--- config.mk ---
export PLATFORM = sky130hd
export DESIGN_NAME = pic_control
export DESIGN_NICKNAME = d
export VERILOG_FILES = /design/src/pic_cfg_pkg.sv /design/src/pic_seq_pkg.sv /design/src/pic_control.sv /design/src/pic_service_ctrl.sv /design/src/pic_ack_sequencer.sv /design/src/pic_command_regs.sv
export SDC_FILE = /design/constraint.sdc
export NUM_CORES = 1
export LEC_CHECK = 0
export BUFFER_PORTS_ARGS = -buffer_cell sky130_fd_sc_hd__clkbuf_2
export CORE_ASPECT_RATIO = 1.1
export CORE_UTILIZATION = 50
export CTS_CLUSTER_DIAMETER = 40
export DETAILED_ROUTE_END_ITERATION = 12
export GPL_TIMING_DRIVEN = 1
export PLACE_DENSITY = 0.84
export SETUP_SLACK_MARGIN = 0.4
export SLEW_MARGIN = 40
export SYNTH_ARGS = -nofsm -noshare
export SYNTH_HDL_FRONTEND = slang
export SYNTH_SLANG_ARGS = --single-unit
export TNS_END_PERCENT = 20
--- constraint.sdc ---
create_clock -name clk -period 3.45 [get_ports clk]
set_input_delay 0.345 -clock clk [delete_from_list [all_inputs] [get_ports clk]]
set_output_delay 0.345 -clock clk [all_outputs]
set_load 0.01 [all_outputs]
--- src/pic_cfg_pkg.sv ---
package pic_cfg_pkg;

  // Widths with a meaning of their own
  typedef logic [7:0] data_byte_t;
  typedef logic [7:0] level_mask_t;
  typedef logic [2:0] level_id_t;
  typedef logic [4:0] vector_base_t;
  typedef logic [1:0] read_sel_t;

  // ICW1 fields
  localparam int ICW1_LTIM_BIT = 3;
  localparam int ICW1_IC4_BIT = 0;

  // ICW4 fields
  localparam int ICW4_AEOI_BIT = 1;

  // OCW2 command field R, SL, EOI
  localparam int OCW2_OP_MSB = 7;
  localparam int OCW2_OP_LSB = 5;

  // Vector byte is base[7:3] and level[2:0]
  localparam int VECTOR_BASE_LSB = 3;

  localparam level_mask_t IMR_RESET = 8'hff;
  localparam read_sel_t READ_SEL_RESET = 2'b10;
  localparam level_id_t ROTATE_RESET = 3'd7;

  // Programmed configuration, 18 bits
  typedef struct packed {
    logic level_edge;
    logic aeoi;
    logic auto_rotate;
    vector_base_t vector_base;
    level_mask_t imr;
    read_sel_t read_select;
  } pic_config_t;

endpackage
--- src/pic_seq_pkg.sv ---
package pic_seq_pkg;

  import pic_cfg_pkg::*;

  typedef enum logic [1:0] {
    INIT_IDLE,
    INIT_ICW2,
    INIT_ICW4
  } init_state_t;

  typedef enum logic [1:0] {
    ACK_IDLE,
    ACK_FIRST,
    ACK_SECOND
  } ack_state_t;

  typedef enum logic [1:0] {
    OP_NONE,
    OP_EOI_NONSPEC,
    OP_EOI_SPEC,
    OP_ROTATE_EOI_NONSPEC
  } ocw2_op_t;

  // One-cycle EOI command decoded from an OCW2 write
  typedef struct packed {
    ocw2_op_t op;
    level_id_t level;
  } ocw2_cmd_t;

  typedef struct packed {
    logic end_of_ack;
    logic vector_window;
  } ack_status_t;

endpackage

--- src/pic_control.sv ---
`timescale 1ns/1ps

module pic_control
  import pic_cfg_pkg::*;
  import pic_seq_pkg::*;
(
  input  logic        clk,
  input  logic        rst,
  input  data_byte_t  data_bus,
  input  logic        write_icw1,
  input  logic        write_icw2to4,
  input  logic        write_ocw1,
  input  logic        write_ocw2,
  input  logic        write_ocw3,
  input  logic        inta,
  input  level_mask_t irr_resolved,
  input  level_mask_t in_service,
  output level_mask_t imr,
  output logic        level_edge_triggered,
  output read_sel_t   read_select,
  output logic        int_req,
  output level_mask_t clear_irr,
  output level_mask_t end_of_interrupt,
  output level_id_t   priority_rotate,
  output logic        vector_enable,
  output data_byte_t  vector_data
);

  pic_config_t cfg;
  ocw2_cmd_t   ocw2_cmd;
  ack_status_t ack;

  pic_command_regs u_command_regs (
    .clk           (clk),
    .rst           (rst),
    .data_bus      (data_bus),
    .write_icw1    (write_icw1),
    .write_icw2to4 (write_icw2to4),
    .write_ocw1    (write_ocw1),
    .write_ocw2    (write_ocw2),
    .write_ocw3    (write_ocw3),
    .cfg           (cfg),
    .ocw2_cmd      (ocw2_cmd)
  );

  pic_ack_sequencer u_ack_sequencer (
    .clk          (clk),
    .rst          (rst),
    .inta         (inta),
    .write_icw1   (write_icw1),
    .irr_resolved (irr_resolved),
    .ack          (ack),
    .int_req      (int_req),
    .clear_irr    (clear_irr)
  );

  pic_service_ctrl u_service_ctrl (
    .clk              (clk),
    .rst              (rst),
    .write_icw1       (write_icw1),
    .cfg              (cfg),
    .ocw2_cmd         (ocw2_cmd),
    .ack              (ack),
    .in_service       (in_service),
    .end_of_interrupt (end_of_interrupt),
    .priority_rotate  (priority_rotate),
    .vector_enable    (vector_enable),
    .vector_data      (vector_data)
  );

  assign imr = cfg.imr;
  assign level_edge_triggered = cfg.level_edge;
  assign read_select = cfg.read_select;

endmodule

--- src/pic_service_ctrl.sv ---
`timescale 1ns/1ps

module pic_service_ctrl
  import pic_cfg_pkg::*;
  import pic_seq_pkg::*;
(
  input  logic        clk,
  input  logic        rst,
  input  logic        write_icw1,
  input  pic_config_t cfg,
  input  ocw2_cmd_t   ocw2_cmd,
  input  ack_status_t ack,
  input  level_mask_t in_service,
  output level_mask_t end_of_interrupt,
  output level_id_t   priority_rotate,
  output logic        vector_enable,
  output data_byte_t  vector_data
);

  level_id_t isr_lowest;
  logic      nonspec_eoi;

  // Lowest set bit of in_service, 7 when empty
  always_comb begin
    isr_lowest = ROTATE_RESET;
    for (int i = 7; i >= 0; i--) begin
      if (in_service[i]) begin
        isr_lowest = level_id_t'(i);
      end
    end
  end

  assign nonspec_eoi = (ocw2_cmd.op == OP_EOI_NONSPEC) ||
                       (ocw2_cmd.op == OP_ROTATE_EOI_NONSPEC);

  always_comb begin
    if (write_icw1) begin
      end_of_interrupt = '1;
    end else if (cfg.aeoi && ack.end_of_ack) begin
      end_of_interrupt = in_service;
    end else if (nonspec_eoi) begin
      end_of_interrupt = in_service;
    end else if (ocw2_cmd.op == OP_EOI_SPEC) begin
      end_of_interrupt = level_mask_t'(1) << ocw2_cmd.level;
    end else begin
      end_of_interrupt = '0;
    end
  end

  // Rotation point follows the level just serviced
  always_ff @(posedge clk or negedge rst) begin
    if (!rst) begin
      priority_rotate <= ROTATE_RESET;
    end else if (write_icw1) begin
      priority_rotate <= ROTATE_RESET;
    end else if (cfg.auto_rotate && ack.end_of_ack) begin
      priority_rotate <= isr_lowest;
    end else if (ocw2_cmd.op == OP_ROTATE_EOI_NONSPEC) begin
      priority_rotate <= isr_lowest;
    end
  end

  assign vector_enable = ack.vector_window;

  always_comb begin
    if (vector_enable) begin
      vector_data = {cfg.vector_base, isr_lowest};
    end else begin
      vector_data = '0;
    end
  end

endmodule

--- src/pic_ack_sequencer.sv ---
`timescale 1ns/1ps

module pic_ack_sequencer
  import pic_cfg_pkg::*;
  import pic_seq_pkg::*;
(
  input  logic        clk,
  input  logic        rst,
  input  logic        inta,
  input  logic        write_icw1,
  input  level_mask_t irr_resolved,
  output ack_status_t ack,
  output logic        int_req,
  output level_mask_t clear_irr
);

  ack_state_t state;
  ack_state_t state_next;
  logic       inta_d;
  logic       inta_fall;
  logic       inta_rise;

  // INTA idles high
  always_ff @(posedge clk or negedge rst) begin
    if (!rst) begin
      inta_d <= 1'b1;
    end else begin
      inta_d <= inta;
    end
  end

  assign inta_fall = inta_d && !inta;
  assign inta_rise = !inta_d && inta;

  always_comb begin
    state_next = state;
    case (state)
      ACK_IDLE:   if (inta_fall) state_next = ACK_FIRST;
      ACK_FIRST:  if (inta_fall) state_next = ACK_SECOND;
      ACK_SECOND: if (inta_rise) state_next = ACK_IDLE;
      default:    state_next = ACK_IDLE;
    endcase
  end

  always_ff @(posedge clk or negedge rst) begin
    if (!rst) begin
      state <= ACK_IDLE;
    end else if (write_icw1) begin
      state <= ACK_IDLE;
    end else begin
      state <= state_next;
    end
  end

  // Sequence ends when INTA rises out of the second pulse
  assign ack.end_of_ack = (state == ACK_SECOND) && inta_rise;
  assign ack.vector_window = (state == ACK_SECOND) && !inta;

  always_ff @(posedge clk or negedge rst) begin
    if (!rst) begin
      int_req <= 1'b0;
    end else if (write_icw1) begin
      int_req <= 1'b0;
    end else if (irr_resolved != '0) begin
      int_req <= 1'b1;
    end else if (ack.end_of_ack) begin
      int_req <= 1'b0;
    end
  end

  // Clears the whole IRR on ICW1
  assign clear_irr = write_icw1 ? '1 : irr_resolved;

endmodule

--- src/pic_command_regs.sv ---
`timescale 1ns/1ps

module pic_command_regs
  import pic_cfg_pkg::*;
  import pic_seq_pkg::*;
(
  input  logic        clk,
  input  logic        rst,
  input  data_byte_t  data_bus,
  input  logic        write_icw1,
  input  logic        write_icw2to4,
  input  logic        write_ocw1,
  input  logic        write_ocw2,
  input  logic        write_ocw3,
  output pic_config_t cfg,
  output ocw2_cmd_t   ocw2_cmd
);

  init_state_t init_state;
  init_state_t init_next;
  logic        ic4;
  logic        write_icw2;
  logic        write_icw4;
  logic        ocw_enable;
  logic        ocw2_write;
  logic [2:0]  ocw2_op_field;

  // ICW2/ICW4 share one strobe, the sequencer tells them apart
  assign write_icw2 = write_icw2to4 && (init_state == INIT_ICW2);
  assign write_icw4 = write_icw2to4 && (init_state == INIT_ICW4);
  assign ocw_enable = (init_state == INIT_IDLE);
  assign ocw2_write = write_ocw2 && ocw_enable;
  assign ocw2_op_field = data_bus[OCW2_OP_MSB:OCW2_OP_LSB];

  always_comb begin
    init_next = init_state;
    if (write_icw1) begin
      init_next = INIT_ICW2;
    end else if (write_icw2to4) begin
      case (init_state)
        INIT_ICW2: init_next = ic4 ? INIT_ICW4 : INIT_IDLE;
        INIT_ICW4: init_next = INIT_IDLE;
        default:   init_next = init_state;
      endcase
    end
  end

  always_ff @(posedge clk or negedge rst) begin
    if (!rst) begin
      init_state <= INIT_IDLE;
    end else begin
      init_state <= init_next;
    end
  end

  // ICW1 trigger mode and IC4
  always_ff @(posedge clk or negedge rst) begin
    if (!rst) begin
      cfg.level_edge <= 1'b0;
      ic4 <= 1'b0;
    end else if (write_icw1) begin
      cfg.level_edge <= data_bus[ICW1_LTIM_BIT];
      ic4 <= data_bus[ICW1_IC4_BIT];
    end
  end

  always_ff @(posedge clk or negedge rst) begin
    if (!rst) begin
      cfg.vector_base <= '0;
      cfg.aeoi <= 1'b0;
    end else if (write_icw1) begin
      cfg.vector_base <= '0;
      cfg.aeoi <= 1'b0;
    end else begin
      if (write_icw2) begin
        cfg.vector_base <= data_bus[7:VECTOR_BASE_LSB];
      end
      if (write_icw4) begin
        cfg.aeoi <= data_bus[ICW4_AEOI_BIT];
      end
    end
  end

  // OCW1 mask, OCW3 read select, OCW2 rotate mode
  always_ff @(posedge clk or negedge rst) begin
    if (!rst) begin
      cfg.imr <= IMR_RESET;
      cfg.read_select <= READ_SEL_RESET;
      cfg.auto_rotate <= 1'b0;
    end else if (write_icw1) begin
      cfg.imr <= IMR_RESET;
      cfg.read_select <= READ_SEL_RESET;
      cfg.auto_rotate <= 1'b0;
    end else begin
      if (write_ocw1 && ocw_enable) begin
        cfg.imr <= data_bus;
      end
      if (write_ocw3 && ocw_enable) begin
        cfg.read_select <= data_bus[1:0];
      end
      if (ocw2_write && (ocw2_op_field == 3'b100)) begin
        cfg.auto_rotate <= 1'b1;
      end else if (ocw2_write && (ocw2_op_field == 3'b000)) begin
        cfg.auto_rotate <= 1'b0;
      end
    end
  end

  always_comb begin
    ocw2_cmd.op = OP_NONE;
    ocw2_cmd.level = '0;
    if (ocw2_write) begin
      ocw2_cmd.level = data_bus[2:0];
      case (ocw2_op_field)
        3'b001:         ocw2_cmd.op = OP_EOI_NONSPEC;
        3'b011, 3'b111: ocw2_cmd.op = OP_EOI_SPEC;
        3'b101:         ocw2_cmd.op = OP_ROTATE_EOI_NONSPEC;
        default:        ocw2_cmd.op = OP_NONE;
      endcase
    end
  end

endmodule

Yosys cells after proc, flatten, opt, wreduce, memory -nomap -nowiden
Index checks and enable logic that the tools add are counted.
{"block": "classes", "n_bitwise": 0, "div_mod_pow": 0, "shift": 1, "mul": 0, "n_addsub": 0, "n_eq_ne": 15, "n_lt_le_gt_ge": 0, "muxes": 40, "reduce_logical": 32}
{"cell": "$mux W8", "n": 7}
{"cell": "$mux W3", "n": 9}
{"cell": "$mux W2", "n": 8}
{"cell": "$mux W5", "n": 3}
{"cell": "$logic_and A1 B1 Y1", "n": 13}
{"cell": "$pmux W2 S3", "n": 2}
{"cell": "$reduce_bool A3 Y1", "n": 4}
{"cell": "$mux W10", "n": 1}
{"cell": "$reduce_bool A2 Y1", "n": 5}
{"cell": "$eq A3 B3 Y1 const B", "n": 3}
{"cell": "$mux W1", "n": 9}
{"cell": "$ne A3 B2 Y1 const B", "n": 3}
{"cell": "$eq A2 B2 Y1 const B", "n": 4}
{"cell": "$reduce_bool A8 Y1", "n": 1}
{"cell": "$shl A1 B3 Y8 const A", "n": 1}
{"cell": "$eq A2 B1 Y1 const B", "n": 3}
{"cell": "$logic_not A2 Y1", "n": 2}
{"cell": "$pmux W2 S2", "n": 1}
{"cell": "$eq A3 B1 Y1 const B", "n": 1}
{"cell": "$eq A3 B2 Y1 const B", "n": 1}
{"cell": "$logic_not A3 Y1", "n": 1}
{"cell": "$reduce_and A3 Y1", "n": 1}
{"cell": "$logic_not A1 Y1", "n": 2}
{"cell": "$reduce_and A2 Y1", "n": 1}
{"cell": "2 further kinds", "n": 2}
{"block": "totals", "mem_count": 0, "reg_bits": 28, "input_bits": 32, "mem_bits_ro": 0, "elab_cells": 100, "ram_bits": 0, "out_inout_bits": 40, "latch_bits": 0}

Longest topological paths before layout
{"block": "logic_depth", "word_depth": 10, "depth_mapped": 4, "mapped_depth_nobuf": 4}

By module
A second synthesis with hierarchy kept.
{"block": "hier_totals", "cells_unflattened": 167, "area_unflattened_um2": 1651.6}
{"mod": "pic_command_regs", "cells_each": 80, "seq_area_each_um2": 536.8, "area_per_inst_um2": 960.9, "instances": 1}
{"mod": "pic_service_ctrl", "cells_each": 60, "seq_area_each_um2": 78.8, "area_per_inst_um2": 406.6, "instances": 1}
{"mod": "pic_ack_sequencer", "cells_each": 27, "seq_area_each_um2": 101.3, "area_per_inst_um2": 284.0, "instances": 1}

Worst setup path after synthesis
No wires, ideal clock.
{"block": "synth_timing", "kind": "register to output", "start": "register u_ack_sequencer.inta_d", "end": "output end_of_interrupt[6]", "required_ns": 3.105, "n_path_buf": 0, "setup_slack_ns": 1.612, "path_stages_with_launch": 5, "arrival_time_ns": 1.493, "cell_sequence": "dfstp_2 -> nand4bb_1 -> o21ai_1 -> or3_4 -> o31ai_1"}
{"block": "synth_between", "elab_chain_len": 6}
{"item": "start, declared", "line": "pic_ack_sequencer.sv:19", "rtl": "logic inta_d;"}
{"item": "start signal, assigned", "line": "pic_ack_sequencer.sv:28", "rtl": "inta_d <= inta;"}
{"item": "$logic_not A1 Y1", "line": "pic_ack_sequencer.sv:33", "rtl": "assign inta_rise = !inta_d && inta;"}
{"item": "$logic_and A1 B1 Y1", "line": "pic_ack_sequencer.sv:33"}
{"item": "$logic_and A1 B1 Y1", "line": "pic_ack_sequencer.sv:56", "rtl": "assign ack.end_of_ack = (state == ACK_SECOND) && inta_rise;"}
{"item": "$logic_and A1 B1 Y1", "line": "pic_service_ctrl.sv:39", "rtl": "end else if (cfg.aeoi && ack.end_of_ack) begin"}
{"item": "$mux W8", "line": "pic_service_ctrl.sv:39"}
{"item": "$mux W8", "line": "pic_service_ctrl.sv:37", "rtl": "if (write_icw1) begin"}
{"item": "end, declared", "line": "pic_control.sv:23", "rtl": "output level_mask_t end_of_interrupt,"}
No other way between the ends.

Worst setup path after layout
{"block": "layout_timing", "start": "register u_ack_sequencer.state[0]", "end": "output end_of_interrupt[0]"}
{"block": "layout_between", "elab_chain_len": 5}
{"item": "start, declared", "line": "pic_ack_sequencer.sv:17", "rtl": "ack_state_t state;"}
{"item": "start signal, assigned", "line": "pic_ack_sequencer.sv:51", "rtl": "state <= state_next;"}
{"item": "$eq A2 B2 Y1", "line": "pic_ack_sequencer.sv:56"}
{"item": "$logic_and A1 B1 Y1", "line": "pic_ack_sequencer.sv:56"}
{"item": "$logic_and A1 B1 Y1", "line": "pic_service_ctrl.sv:39"}
{"item": "$mux W8", "line": "pic_service_ctrl.sv:39"}
{"item": "$mux W8", "line": "pic_service_ctrl.sv:37"}
No other way between the ends.

==> reports/results.ini <==
[synthesis]
synth_top_area_cell=dfrtp_1
synth_edf_count=0
synth_area_mm2=0.00162
synth_ff_type=dfrtp_1
synth_cell_types=34
async_flop_share_pct=100
synthTopCellsByArea=dfrtp_1 23%, dfstp_2 21%, mux2i_1 7.4%
syn_inst=174
syn-num-nets=206
yosys-top-cells-count=17 x nor2_1, 15 x dfrtp_1, 15 x nand2_1, 13 x dfstp_2, 12 x mux2i_1
ys_seq_elements=28
ys_seq_area_share_pct=44.3
yosysWarnings=0
synth_top_area_share_pct=23.2
post-synth-top-count-cell=nor2_1
synth.avg_cell_area_um2=9.30

[clocking]
path_clk_slew_ps=150
cts_setup_buffers=0
cts_tree=done
cts_hold_buf=0
clkLatencyLatePin_ps=330
h-tree-depth=1
clkSinkCount=28
cts_buffers=3
cts_resized=0
root_buffer=clkbuf_4
clock_path_buffers=2

[sta]
slew_headroom_pct=55.7
skew_ps=2.72
max_freq_mhz=417
rsz0062_at_grt=false
hold-worst-slack_ps=13.4
fin_setup_tns_ps=0
fin_crit_sh_pct=69.5
setup_ws_ps=1050
setup_viol=0
slew_viol_final=0
hold_viol_final=0
fin_crit_ps=2400
tightestPinTransition_ps=665

[finish]
post-route-cell-area_mm2=0.00198
syn_to_final_growth_pct=22.3
finalNetCount=268
final_core_util_pct=64.3
final_cells=269
drive_above_1_share_pct=44.3
diodes=0

[grt]
grt-ovfl-total=0
grt_pass1_wl_mm=5.99
grt_max_degree=33
antenna_found_initial=0
grt_pass1_vias=1376
grt_usage_pct=22.4

[flow_run]
max_cap_violations=0

[drt]
via_per_inst=5.54
met2_length_mm=1.93
drcViolationCount=0
m1WireLength_mm=1.56
wl_per_cell_um=13.7
route.met3.wl_um=157
drt_iter0_drc=49
firstDrtPassIters=4
antenna_left=0
routed.top_layer=met4
drt_wl_total_mm=3.68
vias=1489

[floorplan]
start_util_pct=52.6
die-area_mm2=0.00347
die_height_um=61.7
die_w_um=56.2
rows=21
core_area_mm2=0.00307
io_pins=72

[worst_setup_path]
r2r_slack_ps=1870
arrival_ps=2050
crit_required_ps=3110
start_kind=flop
cp-end-kind=primary output
critPathKind=reg -> out
critPathMaxFanout=8

[power]
peakVddDrop_uv=240
total_power_mw=0.732
power_density_mw_per_mm2=370
p_leak_nw=0.999

[outcome]
outcome=completed

[place]
place_area_mm2=0.00193
preCtsSetupSlack_ps=1460
dp_hpwl_mm=2.84
dp.cells=265
io_buffers=71
place_congestion=0.903

[hold_path]
min_path_type=in -> async

==> placed cells by master, fill, tap and decap left out, drive strengths merged <==
cell / instances
nand3b: 1
or3b: 1
nor3b: 2
a31oi: 4
nor2: 17
bufinv: 1
o211ai: 2
and2: 6
nand2b: 1
nand3: 6
nor3: 8
clkbuf: 74
nor2b: 2
o22ai: 1
nand4bb: 2
or2: 9
nand2: 16
inv: 11
o21ai: 4
nor4: 3
mux2i: 12
or3: 1
mux2: 2
dfstp: 13
o41ai: 2
o31ai: 4
xnor2: 1
a21oi: 11
dfrtp: 15
a221o: 3
==> final cells by class <==
type                    count  area, µm²
inverters                  11       41.3
clock inverters             1       30.0
well taps                  34       42.5
repair buffers             71        355
flip-flops and latches     28        717
fillers                   282       1100
clock buffers               3       22.5
multi-input cells         121        769
==> power by group <==
group / internal (mW) / total [mW] / leakage, nW / switching, mW
clock: 0.118 / 0.216 / 0.0279 / 0.0986
combinational: 0.0633 / 0.146 / 0.639 / 0.0828
sequential: 0.356 / 0.370 / 0.332 / 0.0138
total: 0.537 / 0.732 / 0.999 / 0.195
==> worst max-delay path, stage by stage (launching register included) <==
cell,delay (ps)
dfrtp_1,430
nand4bb_1,290
o22ai_1,540
a21oi_1,150
o41ai_1,110
clkbuf_2,200
==> registers in the layout (all words and copies together), names as in the netlist <==
| signal | flops |
|---|---|
| u_command_regs.init_state | 2 |
| u_ack_sequencer.int_req | 1 |
| u_ack_sequencer.state | 2 |
| u_command_regs.cfg | 18 |
| u_service_ctrl.priority_rotate | 3 |
| u_ack_sequencer.inta_d | 1 |
| u_command_regs.ic4 | 1 |
==> worst paths after layout <==
check / start / endpoint / cells after the start
max in group asynchronous: rst / u_ack_sequencer.int_req / 1
worst min register to register: u_command_regs.cfg[1] / u_command_regs.cfg[1] / 2
worst max-delay path: u_ack_sequencer.state[0] / end_of_interrupt[0] / 5
worst max register to register: u_ack_sequencer.inta_d / u_service_ctrl.priority_rotate[1] / 4
worst min-delay path: rst / u_command_regs.cfg[0] / 1
min in group clk: inta / u_ack_sequencer.inta_d / 1
==> metal layers <==
layer | global-route usage (%) | vias up
met2 | 41.3 | 44
met4 | 5.23 | 0
met3 | 3.99 | 5
met1 | 27.9 | 718
met5 | 0 | -
li1 | - | 722
==> cell families after synthesis <==
group	after synthesis	share of synthesized area [%]
AND/OR/NAND/NOR	75	25.4
AO/OA/AOI/OAI	31	12.8
flip-flops	28	44.3
buffers and inverters	25	8.12
multiplexers	14	8.82
XOR/XNOR	1	0.541
Power figures use the tool's default switching activity.
